===== config.mk =====
export PLATFORM = sky130hd
export DESIGN_NAME = fifo_ptr_ctrl
export DESIGN_NICKNAME = d
export VERILOG_FILES = /design/src/hw/dram_fifo_pkg.sv /design/src/hw/fifo_ptr_ctrl.sv
export SDC_FILE = /design/constraint.sdc
export NUM_CORES = 1
export LEC_CHECK = 0
export ABC_AREA = 1
export BUFFER_PORTS_ARGS = -buffer_cell sky130_fd_sc_hd__buf_2
export CAP_MARGIN = 40
export CELL_PAD_IN_SITES_DETAIL_PLACEMENT = 0
export CELL_PAD_IN_SITES_GLOBAL_PLACEMENT = 1
export CORE_MARGIN = 2
export CORE_UTILIZATION = 32
export CTS_BUF_LIST = sky130_fd_sc_hd__clkbuf_16
export DETAILED_ROUTE_END_ITERATION = 10
export PLACE_DENSITY_LB_ADDON = 0.1
export SLEW_MARGIN = 20
export SYNTH_ARGS = -nofsm -noshare
export SYNTH_HDL_FRONTEND = slang
export SYNTH_SLANG_ARGS = --single-unit

===== constraint.sdc =====
create_clock -name ddr3_axi_clk -period 8.2 [get_ports ddr3_axi_clk]
set_input_delay 0.41 -clock ddr3_axi_clk [delete_from_list [all_inputs] [get_ports ddr3_axi_clk]]
set_output_delay 0.41 -clock ddr3_axi_clk [all_outputs]
set_load 0.1 [all_outputs]

===== src/hw/dram_fifo_pkg.sv =====
// stream FIFO shared definitions
// widths, word types, settings register offsets and the output buffer state

package dram_fifo_pkg;

    // --------------------------------------------------
    // widths
    // --------------------------------------------------
    localparam int DATA_W     = 64;                 // stream data
    localparam int RB_W       = 32;                 // settings data and readback
    localparam int SET_ADDR_W = 8;                  // settings address

    // --------------------------------------------------
    // word types
    // --------------------------------------------------
    typedef logic [DATA_W-1:0]     tdata_t;         // stream data word
    typedef logic [DATA_W:0]       mem_word_t;      // last flag on top, data below
    typedef logic [RB_W-1:0]       set_data_t;      // settings write data, readback
    typedef logic [SET_ADDR_W-1:0] set_addr_t;      // settings address

    // --------------------------------------------------
    // settings register map, offsets from SR_BASE
    // --------------------------------------------------
    localparam set_addr_t REG_BASE_OFS = 8'd0;      // window base
    localparam set_addr_t REG_MASK_OFS = 8'd1;      // window mask

    // output buffer fill level
    typedef enum logic [1:0] {
        EMPTY,                                      // nothing held
        ONE,                                        // oldest word only
        TWO                                         // both entries used
    } out_state_t;

endpackage


===== src/hw/fifo_ptr_ctrl.sv =====
// FIFO pointer control inside the memory window
// write/read offsets, fill count, input ready and memory read issue

`timescale 1ns/1ps

module fifo_ptr_ctrl #(
    parameter int ADDR_W = 10
) (
    input  logic                      ddr3_axi_clk,
    input  logic                      i_rst,
    input  logic                      i_clear,
    input  logic [ADDR_W-1:0]         i_base,
    input  logic [ADDR_W-1:0]         i_mask,
    input  dram_fifo_pkg::tdata_t     i_tdata,
    input  logic                      i_tlast,
    input  logic                      i_tvalid,
    output logic                      o_tready,
    input  logic                      i_room,
    output logic                      o_wr_en,
    output logic [ADDR_W-1:0]         o_wr_addr,
    output dram_fifo_pkg::mem_word_t  o_wr_word,
    output logic                      o_rd_en,
    output logic [ADDR_W-1:0]         o_rd_addr,
    output dram_fifo_pkg::set_data_t  o_fill
);

    typedef logic [ADDR_W-1:0] addr_t;                  // offset or memory address
    typedef logic [ADDR_W:0]   count_t;                 // 0 .. window size

    addr_t  wr_ofs_q;                                   // next offset to write
    addr_t  rd_ofs_q;                                   // next offset to read
    addr_t  ofs_last;                                   // highest offset in window
    count_t win_size;
    count_t fill_q;                                     // words held in memory
    count_t fill_d;
    logic   ready_q;                                    // fill below window size

    // offset step with wrap at the window end
    function automatic addr_t step_ofs(input addr_t ofs, input addr_t last);
        return (ofs == last) ? '0 : ofs + addr_t'(1);
    endfunction

    // --------------------------------------------------
    // window and physical addresses
    // --------------------------------------------------
    assign ofs_last  = ~i_mask;                         // mask zeros select offset bits
    assign win_size  = {1'b0, ofs_last} + count_t'(1);

    assign o_wr_addr = (i_base & i_mask) | (wr_ofs_q & ~i_mask);
    assign o_rd_addr = (i_base & i_mask) | (rd_ofs_q & ~i_mask);
    assign o_wr_word = {i_tlast, i_tdata};              // last flag rides on top

    // no accept and no read in the clear cycle, window is being reset
    assign o_tready  = ready_q && !i_clear;
    assign o_wr_en   = i_tvalid && o_tready;            // write in acceptance cycle
    assign o_rd_en   = (fill_q != '0) && i_room && !i_clear;

    assign o_fill    = dram_fifo_pkg::set_data_t'(fill_q);

    // --------------------------------------------------
    // fill count
    // --------------------------------------------------
    always_comb begin
        fill_d = fill_q;
        if (i_clear) begin
            fill_d = '0;
        end else begin
            case ({o_wr_en, o_rd_en})
                2'b10:   fill_d = fill_q + count_t'(1); // write only
                2'b01:   fill_d = fill_q - count_t'(1); // read only
                default: fill_d = fill_q;               // none or both
            endcase
        end
    end

    always_ff @(posedge ddr3_axi_clk) begin
        if (i_rst) begin
            wr_ofs_q <= '0;
            rd_ofs_q <= '0;
            fill_q   <= '0;
            ready_q  <= 1'b0;                           // rises the cycle after reset
        end else begin
            if (i_clear) begin
                wr_ofs_q <= '0;
                rd_ofs_q <= '0;
            end else begin
                if (o_wr_en) begin
                    wr_ofs_q <= step_ofs(wr_ofs_q, ofs_last);
                end
                if (o_rd_en) begin
                    rd_ofs_q <= step_ofs(rd_ofs_q, ofs_last);
                end
            end
            fill_q  <= fill_d;
            ready_q <= fill_d < win_size;               // same as fill_q < size next cycle
        end
    end

endmodule


* Word-level counts from Yosys, hierarchy flattened
Cells that the tools add are included.
** Storage, ports and cells
- Bits of input ports :: 90
- Word-level logic and storage cells :: 31
- Output and inout port bits :: 120
- Bits in registers :: 32
** Operators by class
- Bitwise gates (word level) :: 6
- $add $sub $neg :: 5
- Mux-type cells :: 4
- Equal/unequal tests :: 4
- Reduce and logical (&&, ||, !) cells :: 7
- Order comparisons :: 1
** Operator list (count)
- AND 10 bit :: 3
- one-hot mux 11 bit (2 select lines) :: 1
- adder 10 x 1 -> 10 bit, second input constant :: 2
- equality test 10 bit :: 2
- 2-to-1 mux 10 bit :: 2
- bitwise OR 10 bit :: 2
- adder 10 x 1 -> 11 bit, second input constant :: 1
- adder 11 x 1 -> 11 bit, second input constant :: 1
- < comparator 11 bit :: 1
- 2-to-1 mux 11 bit :: 1
- nonzero test 11 bit :: 1
- subtractor 11 x 1 -> 11 bit, second input constant :: 1
- inverter 10 bit :: 1
- logical AND 1 bit :: 4
- equality test 2 x 1 -> 1 bit, second input constant :: 1
- equality test 2 bit, second input constant :: 1
- OR reduction 2 bit :: 1
- zero test 1 bit :: 1

* Longest topological paths before layout
Gate-level depths: netlist (run 1).
- Word-level depth :: 7
- Mapped depth :: 25
- Gate-level depth less buffers :: 24

* Worst setup path before layout (run 1)
Ideal clock, no wire load.
- Path kind :: register to register
- From :: register fill_q[1]
- To :: register ready_q
- Data required time :: 8135 ps
- Period minus slack after synthesis :: 4042 ps
- Setup time :: 65 ps
- Arrival time :: 3976 ps
- Path slack :: 4158 ps
- Cell stages (with the launch flop) :: 25
- Buffers on the path :: 1
- Path through :: dfxtp_1 inv_1 nand2_1 nor2_1 nand2_1 nand2_2 nor2_4 buf_6 ha_1 inv_1 fa_1 inv_1 nand3_1 nand3_1 nand2_1 a21o_1 nand3_1 nand2_1 inv_1 ha_1 a21oi_1 o21ai_0 a21oi_1 nand2_1 nor2_1
** On the way
- Cells in the longest elaborated chain, start to end :: 7
- Elaborated cells on any way between the ends :: 10
- Those cells by class :: add/sub: 2; order compare: 1; eq/ne: 2; mux: 2; reduce/logical: 3
** RTL lines
- start: declaration :: line fifo_ptr_ctrl.sv:34 : count_t fill_q;
- start signal: assignment :: line fifo_ptr_ctrl.sv:94 : fill_q <= fill_d;
- nonzero test 11 bit * :: line fifo_ptr_ctrl.sv:56 : assign o_rd_en = (fill_q != '0) && i_room && !i_clear;
- logical AND 1 bit * (2 in a row) :: line fifo_ptr_ctrl.sv:56
- net o_rd_en :: line fifo_ptr_ctrl.sv:22 : output logic o_rd_en,
- equality test 2 x 1 -> 1 bit or equality test 2 bit (tied branches) :: line fifo_ptr_ctrl.sv:68 : case ({o_wr_en, o_rd_en})
- one-hot mux 11 bit (2 select lines) * :: line fifo_ptr_ctrl.sv:68
- 2-to-1 mux 11 bit * :: line fifo_ptr_ctrl.sv:65 : if (i_clear) begin
- net fill_d[6] :: line fifo_ptr_ctrl.sv:35 : count_t fill_d;
- < comparator 11 bit * :: line fifo_ptr_ctrl.sv:95 : ready_q <= fill_d < win_size;
- end signal: assignment :: line fifo_ptr_ctrl.sv:95
- end: declaration :: line fifo_ptr_ctrl.sv:36 : logic ready_q;
Mark *: on every way through the listed nets, which the timed path passes. The rest lies on a longest branch.
A chain may end at the register's enable or synchronous reset.

* Worst setup path after layout (run 1)
- From :: register fill_q[1]
- To :: register ready_q
** On the way
- Cells in the longest elaborated chain, start to end :: 7
- Elaborated cells on any way between the ends :: 10
- Those cells by class :: add/sub: 2; order compare: 1; eq/ne: 2; mux: 2; reduce/logical: 3
** RTL lines (line)
- parallel branches: the longest is 4 deep, another holds subtractor 11 x 1 -> 11 bit
- one-hot mux 11 bit (2 select lines) * :: fifo_ptr_ctrl.sv:68
- 2-to-1 mux 11 bit * :: fifo_ptr_ctrl.sv:65
- net fill_d[8] :: fifo_ptr_ctrl.sv:35
- < comparator 11 bit * :: fifo_ptr_ctrl.sv:95
Mark *: on every way through the listed nets, which the timed path passes.

==> flow_metrics.tcl, run 1 <==
set metrics [dict create \
    postSynth.topFlopCell "sky130_fd_sc_hd__dfxtp_1" \
    async_sr_flop_fraction_pct 0 \
    finalMaxSlewViolations 0 \
    worstReg2RegEnd "ready_q" \
    grtUsageTotal_pct 16.7 \
    postSynthAreaPerCell_um2 6.20 \
    critical-path-top-cell-by-count "sky130_fd_sc_hd__nand2_1" \
    path_max_fanout 15 \
    drive_above_1_share_pct 13.8 \
    crit_path_cell_trace "inv_1 -> nand2_1 -> nor2_1 -> nand2_1 -> nand2_2 -> nor2_4 -> ha_1 -> inv_1 -> fa_1 -> inv_1 -> nand3_1 -> nand3_1 -> nand2_1 -> nand3_1 -> nand3_1 -> nand2_1 -> inv_1 -> ha_1 -> a21oi_1 -> o21ai_0 -> a21oi_1 -> nand2_1 -> nor2_1" \
    cpMaxStageDelayCell "sky130_fd_sc_hd__ha_1" \
    grt_first_pass_wirelength_mm 16.8 \
    drc 0 \
    die_h_um 112 \
    critical-path-top-delay-family "simple AND/OR/NAND/NOR gates" \
    pwr_density_cell_nw_per_um2 177 \
    start_util_pct 32.7 \
    path_buf_inv 4 \
    fillerInstances 1316 \
    rr_startpoint "fill_q[1]" \
    finalSetupViolCount 0 \
    multi_input_area_um2 2140 \
    vdd_drop_max_mv 0.0588 \
    grt.overflow.total 0 \
    synth-compound-area-share_pct 6.64 \
    synth_edf_count 0 \
    nNetsFinal 701 \
    grt_max_degree 16 \
    status "complete, no violations" \
    dieWidth_um 112 \
    capturing_element_type_of_the_critical_path "flip-flop" \
    ff2ff_setup_slack_ns 4.41 \
    ctsHtreeMaxLevel 2 \
    yosysWarningCount 0 \
    postCtsSetupRepairBufs 0 \
    n_antenna_cell 0 \
    drv.max_cap_violation_count 0 \
    period_needed_ns 3.79 \
    placedCellCount 723 \
    cts_num_sinks 32 \
    worstHoldPathType "input pin to flip-flop" \
    first_global_vias 3335 \
    final_cell_area_um2 3690 \
    finalNonFillerCells 731 \
    relative_slew_margins_pct 62.4 \
    reg_area_um2 641 \
    detailedRoute.firstIterationViolations 127 \
    synthesis.area_um2 3710 \
    holdPathStages 2 \
    cts_buffers 5 \
    synth_sequential_area_ratio_pct 17.3 \
    via_total_after_detailed_routing 3393 \
    final_core_utilization_pct 32.5 \
    syn_inst 599 \
    fin_skew_ns 0.00367 \
    worst_setup_path_category "flip-flop to flip-flop" \
    synth_top_family_by_area "simple AND/OR/NAND/NOR gates" \
    cp_data_required_time_ns 8.42 \
    num_rows 39 \
    critPathMaxStageDelay_ns 0.53 \
    route.detailed.wl_per_inst_um 13.9 \
    worstSetupStartpointType "flip-flop" \
    postCtsResizedCells 0 \
    viasPerCell 4.64 \
    synthMuxAreaShare_pct 0 \
    reg_clk_slew_reported_paths_ns 0.05 \
    synth-adder-area-share_pct 8.29 \
    dp.final_hpwl_mm 8.43 \
    route.antenna.remaining_nets 0 \
    number_of_storage_elements_in_the_synthesis_netlist 32 \
    cp_data_arrival_time_ns 4.01 \
    ys_types 36 \
    max_freq_ghz 0.264 \
    cts_tree "built" \
    worstRegToRegCells 23 \
    worst_case_clock_buffer_depth 2 \
    worst_hold_path_startpoint "i_rst" \
    timing_hold_violations_final 0 \
    clk-insertion-delay-late_ns 0.28 \
    die_area_um2 12500 \
    setup_tns_ns 0 \
    fp.coreArea_um2 11400 \
    timing.hold.worst_endpoint "fill_q[0]" \
    synthSimpleGateAreaFrac_pct 34.9 \
    post_route_fraction_of_the_period_consumed_by_the_critical_path_pct 46.2 \
    design.portCount 210 \
    drt_wl_total_mm 10.1 \
    worst-slew-pin-transition_ns 0.563 \
    drt_pass1_iterations 4 \
    post_dp_cell_area_um2 3550 \
    place.gp.congestion 0.787 \
    clock_tree.root_cell "sky130_fd_sc_hd__clkbuf_16" \
    ctsHoldBuffers 0 \
    grt_setup_unrepaired "no" \
    startpoint_of_the_most_critical_setup_path "fill_q[1]" \
    grt_antenna_before_repair 0 \
    syn2layout_area_growth_pct -0.640 \
    xor_xnor_share_of_the_synthesized_area_pct 5.66 \
    total_leakage_power_nw 1.95 \
    port_buffers 58 \
]
## placed cells by master, fill, tap and decap left out, drive strengths merged
cell type | synthesis | final
a21o | 2 | 2
a21oi | 23 | 23
and2 | 1 | 1
and3 | 1 | 1
buf | 93 | 58
clkbuf | 4 | 5
clkinv | 1 | 2
conb | 1 | 21
dfxtp | 32 | 32
fa | 1 | 1
ha | 23 | 23
inv | 80 | 82
nand2 | 145 | 145
nand3 | 51 | 51
nand4 | 13 | 13
nor2 | 67 | 67
nor3 | 9 | 9
nor4 | 3 | 3
o21ai | 21 | 21
o31ai | 1 | 1
or2 | 3 | 3
xnor2 | 4 | 4
xor2 | 20 | 20
## state kept, by name (all words and copies together) (netlist names)
signal / cells
fill_q: 11
rd_ofs_q: 10
ready_q: 1
wr_ofs_q: 10
## worst reg2reg max path, stage by stage, from the launching register on
cell,delay (ns)
sky130_fd_sc_hd__dfxtp_1,0.39
sky130_fd_sc_hd__inv_1,0.10
sky130_fd_sc_hd__nand2_1,0.09
sky130_fd_sc_hd__nor2_1,0.05
sky130_fd_sc_hd__nand2_1,0.08
sky130_fd_sc_hd__nand2_2,0.07
sky130_fd_sc_hd__nor2_4,0.31
sky130_fd_sc_hd__ha_1,0.53
sky130_fd_sc_hd__inv_1,0.12
sky130_fd_sc_hd__fa_1,0.37
sky130_fd_sc_hd__inv_1,0.12
sky130_fd_sc_hd__nand3_1,0.10
sky130_fd_sc_hd__nand3_1,0.14
sky130_fd_sc_hd__nand2_1,0.13
sky130_fd_sc_hd__nand3_1,0.11
sky130_fd_sc_hd__nand3_1,0.08
sky130_fd_sc_hd__nand2_1,0.11
sky130_fd_sc_hd__inv_1,0.06
sky130_fd_sc_hd__ha_1,0.31
sky130_fd_sc_hd__a21oi_1,0.13
sky130_fd_sc_hd__o21ai_0,0.09
sky130_fd_sc_hd__a21oi_1,0.12
sky130_fd_sc_hd__nand2_1,0.06
sky130_fd_sc_hd__nor2_1,0.07
## cell type report
class	instances	area share [%]
clock buffers	5	3.39
inverters	81	8.24
repair buffers	58	7.87
well taps	143	4.85
multi-input cells	409	58.0
clock inverters	3	0.305
flip-flops and latches	32	17.4
## how the worst max path moves through the flow
stage	to	slack, ns	cells past startpoint
detailed placement	ready_q	4.38	23
CTS	ready_q	4.36	23
floorplan	ready_q	4.16	24
global placement	ready_q	4.37	23
global route	ready_q	4.02	23
finish	ready_q	4.41	23
## cells in the mapped netlist, types with 2 or more instances
| cell type | count | area share [%] |
|---|---|---|
| sky130_fd_sc_hd__a21oi_1 | 22 | 3.0 |
| sky130_fd_sc_hd__nand4_1 | 12 | 2.0 |
| sky130_fd_sc_hd__dfxtp_1 | 32 | 17 |
| sky130_fd_sc_hd__ha_1 | 23 | 7.7 |
| sky130_fd_sc_hd__xor2_1 | 20 | 4.7 |
| sky130_fd_sc_hd__nand2_1 | 143 | 14 |
| sky130_fd_sc_hd__nor2_4 | 3 | 0.91 |
| sky130_fd_sc_hd__a21o_1 | 2 | 0.40 |
| sky130_fd_sc_hd__nand2_2 | 2 | 0.34 |
| sky130_fd_sc_hd__nor3_2 | 2 | 0.54 |
| sky130_fd_sc_hd__clkbuf_2 | 2 | 0.27 |
| sky130_fd_sc_hd__buf_4 | 86 | 17 |
| sky130_fd_sc_hd__nor2_1 | 63 | 6.4 |
| sky130_fd_sc_hd__xnor2_1 | 4 | 0.94 |
| sky130_fd_sc_hd__buf_2 | 6 | 0.81 |
| sky130_fd_sc_hd__nor4_1 | 3 | 0.51 |
| sky130_fd_sc_hd__inv_2 | 3 | 0.30 |
| sky130_fd_sc_hd__nand3_2 | 2 | 0.54 |
| sky130_fd_sc_hd__nor3_1 | 7 | 0.94 |
| sky130_fd_sc_hd__inv_1 | 77 | 7.8 |
| sky130_fd_sc_hd__o21ai_0 | 21 | 2.8 |
| sky130_fd_sc_hd__or2_2 | 2 | 0.34 |
| sky130_fd_sc_hd__nand3_1 | 48 | 6.5 |
| sky130_fd_sc_hd__clkbuf_1 | 2 | 0.20 |
## through the flow
step	worst slack [ns]	power (W)	hold slack, ns
2_1_floorplan	4.16	0.000583	0.483
3_3_place_gp	4.37	0.000481	0.518
3_5_place_dp	4.38	0.000480	0.516
4_1_cts	4.36	0.000666	0.487
5_1_grt	4.02	0.000699	0.521
6_report	4.41	0.000654	0.484
## power by group
part / internal (W) / switching, W / total (W)
registers: 0.000163 / 0.00000891 / 0.000172
logic: 0.0000638 / 0.000239 / 0.000303
clock network: 0.000109 / 0.0000706 / 0.000180
total: 0.000336 / 0.000319 / 0.000654
## logic make-up (layout without fill, tap and decap cells)
group / after synthesis / after routing
xor+xnor: 24 / 24
simple gates: 293 / 293
other cells: 1 / 21
compound gates: 47 / 47
flops: 32 / 32
buf+inv: 178 / 147
fa+ha+maj: 24 / 24
## per-layer routing
layer / wire (µm) / share of wire (%) / global-route usage [%]
met1: 4540 / 45 / 20.7
met2: 4760 / 47 / 28.0
met3: 535 / 5.3 / 3.76
met4: 305 / 3.0 / 6.58
met5: 0 / 0 / 0
Power figures use the tool's default switching activity.
==> run 2, diff against run 1 <==
- CORE_UTILIZATION: 32 -> 27
- clock period: 8.2 -> 3.1 ns (I/O delays scaled with it)
==> run 2 against run 1 <==
  * Routed wire length up 9.2%
  * Global-route usage down 1.7 points
  * Worst hold slack worse by 0.27 ns
  * Critical path depth unchanged
  * Highest routed layer unchanged
==> flow_metrics.tcl, run 2 (synthesized netlist as in run 1, its figures left out) <==
set metrics [dict create \
    status "complete, no violations" \
    cts_num_sinks 32 \
    route.antenna.remaining_nets 0 \
    max_freq_ghz 0.341 \
    grtUsageTotal_pct 15.0 \
    syn2layout_area_growth_pct 17.6 \
    nNetsFinal 730 \
    fin_skew_ns 0.00684 \
    viasPerCell 4.46 \
    grt_first_pass_wirelength_mm 17.4 \
    drt_pass1_iterations 5 \
    reg_clk_slew_reported_paths_ns 0.05 \
    detailedRoute.firstIterationViolations 148 \
    top_register "fill_q" \
    worst_hold_path_startpoint "i_rst" \
    worstHoldPathType "input pin to flip-flop" \
    grt_setup_unrepaired "yes" \
    design.portCount 210 \
    cts_buffers 5 \
    power.internal_w 0.00102 \
    fp.coreArea_um2 13300 \
    start_util_pct 27.8 \
    finalMaxSlewViolations 0 \
    n_antenna_cell 0 \
    reg_area_um2 682 \
    worstReg2RegEnd "ready_q" \
    capturing_element_type_of_the_critical_path "flip-flop" \
    switching_share_pct 47.5 \
    total_leakage_power_nw 2.14 \
    place.gp.congestion 0.780 \
    ctsHoldBuffers 0 \
    ff2ff_setup_slack_ns 0.17 \
    drv.max_cap_violation_count 0 \
    cts_tree "built" \
    holdPathStages 2 \
    largestRegisters "fill_q (11), rd_ofs_q (10), wr_ofs_q (10)" \
    rr_startpoint "fill_q[0]" \
    drive_above_1_share_pct 31.5 \
    cp_data_required_time_ns 3.26 \
    power_frac_comb_pct 52.8 \
    register_share_of_total_power_pct 23.3 \
    dp.final_hpwl_mm 8.79 \
    route.detailed.wl_per_inst_um 14.0 \
    grt_max_degree 15 \
    via_total_after_detailed_routing 3531 \
    worst_setup_path_category "flip-flop to flip-flop" \
    relative_contribution_of_the_clock_network_to_total_power_pct 24.0 \
    most_frequent_standard_cell_in_the_layout_excluding_fill_and_tap_cells "sky130_fd_sc_hd__nand2_1" \
    worstSetupStartpointType "flip-flop" \
    first_global_vias 3439 \
    flip_flop_count_of_the_largest_register_all_copies_and_words_added 11 \
    switchingPower_w 0.000925 \
    die_h_um 121 \
    grt_antenna_before_repair 0 \
    setup_tns_ns 0 \
    clk-insertion-delay-late_ns 0.28 \
    post_route_fraction_of_the_period_consumed_by_the_critical_path_pct 94.7 \
    drc 0 \
    num_rows 42 \
    fillerInstances 1515 \
    die_area_um2 14700 \
    final_cell_mix "sky130_fd_sc_hd__nand2_1, sky130_fd_sc_hd__inv_1, sky130_fd_sc_hd__buf_2" \
    ctsHtreeMaxLevel 2 \
    worstRegToRegCells 23 \
    vdd_drop_max_mv 0.193 \
    worst_case_clock_buffer_depth 2 \
    grt.overflow.total 0 \
    timing.hold.worst_endpoint "ready_q" \
    port_buffers 58 \
    finalSetupViolCount 0 \
    period_needed_ns 2.93 \
    clock_tree.root_cell "sky130_fd_sc_hd__clkbuf_16" \
    pwr_density_cell_nw_per_um2 446 \
    finalNonFillerCells 792 \
    path_max_fanout 6 \
    multi_input_area_um2 2500 \
    placedCellCount 775 \
    timing_hold_violations_final 0 \
    cp_data_arrival_time_ns 3.10 \
    drt_wl_total_mm 11.1 \
    dieWidth_um 121 \
]
## run 2: power by group through the flow
| stage | sequential (W) | clock [W] | combinational, W |
|---|---|---|---|
| after floorplan | 0.000548 | 0 | 0.00101 |
| after global placement | 0.000460 | 0 | 0.000887 |
| after detailed placement | 0.000460 | 0 | 0.000885 |
| after CTS | 0.000453 | 0.000490 | 0.000936 |
| after global routing | 0.000456 | 0.000503 | 0.00111 |
| final | 0.000453 | 0.000467 | 0.00103 |
## run 2: repair_timing
item                       in CTS  in global routing
resized for setup              10                 63
pin swaps                       3                 41
cloned                          0                  0
buffers inserted                5                  5
setup endpoints to repair       1                  1
## run 2: cell type report
cell class	count	share of cell area (%)
multi-input combinational	409	57.3
sequential	32	15.6
timing repair buffer	87	12.1
inverter	81	6.96
tap	176	5.04
clock buffer	5	2.87
clock inverter	2	0.172
## run 2: worst max path at each step
stage	end	startpoint	slack, ns
6_report	ready_q	fill_q[0]	0.17
5_1_grt	ready_q	fill_q[0]	-0.05
4_1_cts	ready_q	fill_q[2]	0.004
3_5_place_dp	ready_q	fill_q[2]	-0.03
3_3_place_gp	ready_q	fill_q[2]	-0.05
2_1_floorplan	ready_q	fill_q[7]	-0.02
## run 2: worst max-delay path, cell delays in order, from the launching register on
cell and delay, ns:
sky130_fd_sc_hd__dfxtp_4 0.33, sky130_fd_sc_hd__or2_1 0.24, sky130_fd_sc_hd__nor2_1 0.09, sky130_fd_sc_hd__nand2_1 0.06, sky130_fd_sc_hd__nand2_2 0.10, sky130_fd_sc_hd__nor2_4 0.05, sky130_fd_sc_hd__ha_4 0.20, sky130_fd_sc_hd__buf_6 0.12
sky130_fd_sc_hd__ha_4 0.25, sky130_fd_sc_hd__a21oi_2 0.13, sky130_fd_sc_hd__buf_4 0.14, sky130_fd_sc_hd__nor2_2 0.04, sky130_fd_sc_hd__nor2_2 0.11, sky130_fd_sc_hd__nand2_1 0.06, sky130_fd_sc_hd__nand2_1 0.07, sky130_fd_sc_hd__nand3_2 0.08
sky130_fd_sc_hd__nand2_2 0.11, sky130_fd_sc_hd__inv_2 0.04, sky130_fd_sc_hd__ha_4 0.25, sky130_fd_sc_hd__nand2_2 0.05, sky130_fd_sc_hd__nor2_2 0.11, sky130_fd_sc_hd__nand3_1 0.07, sky130_fd_sc_hd__nand2_1 0.07, sky130_fd_sc_hd__nor2_1 0.04
## run 2: layer usage
layer | vias up | part of all wire, % | global-route usage, %
met5 | - | 0 | 0
met3 | 19 | 4.6 | 2.91
li1 | 1809 | - | -
met1 | 1606 | 44 | 18.4
met4 | 0 | 1.6 | 4.24
met2 | 97 | 49 | 26.5
## run 2: through the flow
stage / util [%] / setup WS, ns / power (W) / hold WS [ns] / area [µm²]
3_5_place_dp: 28.5 / -0.0344 / 0.00135 / 0.311 / 3810
6_report: 32.7 / 0.166 / 0.00195 / 0.211 / 4370
3_3_place_gp: 28.5 / -0.0515 / 0.00135 / 0.311 / 3810
5_1_grt: 32.7 / -0.0463 / 0.00207 / 0.229 / 4370
4_1_cts: 30.6 / 0.00422 / 0.00188 / 0.215 / 4080
2_1_floorplan: - / -0.0192 / 0.00156 / 0.224 / 3870
==> run 3, diff against run 2 <==
- ABC_AREA: 1 -> default
==> run 3 against run 2 <==
  * First-iteration DRC count is 22% lower
  * Count of clock-buffer cells in the layout stayed put
  * Highest routed layer unchanged
  * Critical path depth is 6 lower
  * Final cell count is 13% lower
  * Sequential share of layout area is 0.30 points higher
  * Via count is 14% lower
  * Sequential power is 8.8% lower
  * Worst hold slack worse by 0.083 ns
  * Total power is 28% lower
  * The flow now finishes with violations (setup timing)
  * Flip-flop and latch count stayed put
  * Non-clock buffer count is 45 higher
  * Clock skew is 0.0039 ns lower
==> flow_metrics.tcl, run 3 <==
set metrics [dict create \
    synth_top_family_by_area "buffers and inverters" \
    period_needed_ns 3.56 \
    design.portCount 210 \
    cp_data_arrival_time_ns 3.78 \
    first_global_vias 2995 \
    synth_edf_count 0 \
    grtUsageTotal_pct 15.3 \
    timing.final.ws_setup_ns -0.457 \
    path_max_fanout 7 \
    top_register "fill_q" \
    drt_wl_total_mm 10.2 \
    synthMuxAreaShare_pct 2.32 \
    worstSetupStartpointType "flip-flop" \
    route.detailed.wl_per_inst_um 14.8 \
    ctsHoldBuffers 0 \
    drive_above_1_share_pct 36.2 \
    post_dp_cell_area_um2 3820 \
    largestRegisters "fill_q (11), rd_ofs_q (10), wr_ofs_q (10)" \
    vdd_drop_max_mv 0.169 \
    register_share_of_total_power_pct 29.4 \
    fp.coreArea_um2 12600 \
    place.gp.congestion 0.800 \
    final_cell_mix "sky130_fd_sc_hd__buf_4, sky130_fd_sc_hd__buf_2, sky130_fd_sc_hd__nor2_1" \
    port_buffers 58 \
    crit_path_cell_trace "nor4_4 -> nand3_2 -> nand2_2 -> nor2_4 -> ha_4 -> buf_6 -> ha_4 -> nand2b_4 -> a211oi_4 -> or3_1 -> o211ai_1 -> mux2_4 -> mux2_4 -> ha_4 -> buf_4 -> a211oi_1 -> and3_1" \
    status "finished, violations left" \
    setup_tns_ns -0.457 \
    placedCellCount 661 \
    total_leakage_power_nw 1.90 \
    ctsHtreeMaxLevel 2 \
    async_sr_flop_fraction_pct 0 \
    dp.final_hpwl_mm 8.03 \
    power.internal_w 0.000826 \
    relative_contribution_of_the_clock_network_to_total_power_pct 33.2 \
    drt_pass1_iterations 4 \
    via_total_after_detailed_routing 3024 \
    critical-path-top-cell-by-count "sky130_fd_sc_hd__ha_4" \
    route.antenna.remaining_nets 0 \
    start_util_pct 27.4 \
    yosysWarningCount 0 \
    drc 0 \
    postSynth.topFlopCell "sky130_fd_sc_hd__dfxtp_1" \
    finalSetupViolCount 1 \
    final_cell_area_um2 4290 \
    finalPower_w 0.00140 \
    timing_hold_violations_final 0 \
    synthesis.area_um2 3450 \
    synthSimpleGateAreaFrac_pct 20.7 \
    syn2layout_area_growth_pct 24.3 \
    grt.overflow.total 0 \
    worst-slew-pin-transition_ns 0.815 \
    cts_num_sinks 32 \
    critPathMaxStageDelay_ns 0.35 \
    drv.max_cap_violation_count 0 \
    fin_skew_ns 0.00292 \
    nNetsFinal 629 \
    synth_sequential_area_ratio_pct 18.6 \
    detailedRoute.firstIterationViolations 115 \
    cts_buffers 5 \
    grt_setup_unrepaired "yes" \
    num_rows 41 \
    flip_flop_count_of_the_largest_register_all_copies_and_words_added 11 \
    cell_type_with_the_largest_total_area_after_synthesis "sky130_fd_sc_hd__buf_4" \
    power_frac_comb_pct 37.3 \
    violations "setup timing" \
    largest_cells_by_area_after_synthesis "sky130_fd_sc_hd__buf_4, sky130_fd_sc_hd__dfxtp_1, sky130_fd_sc_hd__ha_1, sky130_fd_sc_hd__xnor2_1, sky130_fd_sc_hd__xor2_1" \
    die_area_um2 13700 \
    finalMaxSlewViolations 0 \
    cp_data_required_time_ns 3.32 \
    clk-insertion-delay-late_ns 0.28 \
    cpMaxStageDelayCell "sky130_fd_sc_hd__dfxtp_4" \
    number_of_storage_elements_in_the_synthesis_netlist 32 \
    finalNonFillerCells 688 \
    syn_inst 459 \
    cts_tree "built" \
    n_antenna_cell 0 \
    capturing_element_type_of_the_critical_path "flip-flop" \
    synth_top_area_share_pct 18.7 \
    xor_xnor_share_of_the_synthesized_area_pct 12.7 \
    grt_first_pass_wirelength_mm 15.8 \
    yosysMostFrequentCell "sky130_fd_sc_hd__buf_4" \
    pwr_density_cell_nw_per_um2 327 \
    fillerInstances 1370 \
    post_route_fraction_of_the_period_consumed_by_the_critical_path_pct 115 \
    synth-compound-area-share_pct 12.2 \
    relative_slew_margins_pct 45.0 \
    worstHoldPathType "input pin to flip-flop" \
    viasPerCell 4.40 \
    switchingPower_w 0.000576 \
    synth-adder-area-share_pct 8.93 \
    postSynthAreaPerCell_um2 7.51 \
    worst_case_clock_buffer_depth 2 \
    most_frequent_standard_cell_in_the_layout_excluding_fill_and_tap_cells "sky130_fd_sc_hd__buf_4" \
    clock_tree.root_cell "sky130_fd_sc_hd__clkbuf_16" \
    grt_max_degree 20 \
    reg_clk_slew_reported_paths_ns 0.05 \
    worst_setup_path_category "flip-flop to flip-flop" \
    switching_share_pct 41.1 \
    max_freq_ghz 0.281 \
    die_h_um 117 \
    dieWidth_um 117 \
    grt_antenna_before_repair 0 \
    ys_top_cells_by_count "sky130_fd_sc_hd__buf_4, sky130_fd_sc_hd__nor2_1, sky130_fd_sc_hd__dfxtp_1, sky130_fd_sc_hd__inv_1, sky130_fd_sc_hd__nand2_1" \
    ys_types 47 \
]
## run 3: cell count changes in the layout (fill, tap and decap cells not counted), moves of 7 or more
cell                      before  now
sky130_fd_sc_hd__buf_4        24   72
sky130_fd_sc_hd__inv_1        66   33
sky130_fd_sc_hd__inv_2        15    1
sky130_fd_sc_hd__nand2_1     123   27
sky130_fd_sc_hd__nand2_2      20    3
sky130_fd_sc_hd__nand3_1      37   10
sky130_fd_sc_hd__nand3_2      11    1
sky130_fd_sc_hd__nor2_1       54   47
sky130_fd_sc_hd__xnor2_1       4   27
## run 3: critical path, delay by kind of cell, from the launching register on
kind	cells	cell delay (ns)
and+or+nand+nor	7	0.96
adders and majority gates	3	0.70
muxes	2	0.65
AOI/OAI and AO/OA	3	0.58
DFF	1	0.35
buffers and inverters	2	0.26
## run 3: routing by layer
layer | wire length, µm | vias up | global-route usage, %
met4 | 276 | 0 | 5.25
met2 | 5120 | 91 | 28.2
met5 | 0 | - | 0
li1 | - | 1537 | -
met3 | 372 | 20 | 3.14
met1 | 4400 | 1376 | 17.6
## run 3: path summary, 6_finish.rpt
kind	startpoint	cells after the start	slack [ns]	endpoint
worst min-delay path	i_rst	2	0.13	fill_q[1]
worst max register to register	fill_q[1]	17	-0.46	ready_q
worst max-delay path	fill_q[1]	17	-0.46	ready_q
worst min register to register	rd_ofs_q[8]	2	0.54	rd_ofs_q[8]
## run 3: final cells by class
type                    instances  area (µm²)  area share, %
flip-flops and latches         32         682           15.9
clock inverters                 3        11.3          0.263
multi-input cells             312        2270           53.1
well taps                     172         215           5.02
repair buffers                132         857           20.0
clock buffers                   5         125           2.92
inverters                      32         120           2.80
## run 3: cell families after synthesis
kind of cell | Yosys count
simple gates | 146
buf+inv | 135
compound gates | 64
xor+xnor | 50
flops | 32
fa+ha+maj | 24
mux | 7
other cells | 1
## run 3: repair_timing
action                     4_1_cts  5_1_grt
resized for setup               24       10
setup endpoints to repair        1        1
buffers inserted                15        4
pin swaps                       18       22
hold endpoints to repair         0        0
## run 3: per-stage QoR
step	setup WS, ns	hold slack, ns	utilization [%]
after floorplan	-1.06	0.222	-
after global placement	-0.490	0.311	30.4
after detailed placement	-0.590	0.311	30.4
after CTS	-0.512	0.133	33.4
after global routing	-0.627	0.157	34.1
final	-0.457	0.128	34.1
## run 3: power by group through the flow
stage | sequential, W | combinational, W | clock (W)
CTS | 0.000412 | 0.000516 | 0.000482
global route | 0.000413 | 0.000555 | 0.000499
global placement | 0.000420 | 0.000494 | 0
floorplan | 0.000440 | 0.000780 | 0
detailed placement | 0.000420 | 0.000494 | 0
finish | 0.000413 | 0.000523 | 0.000466
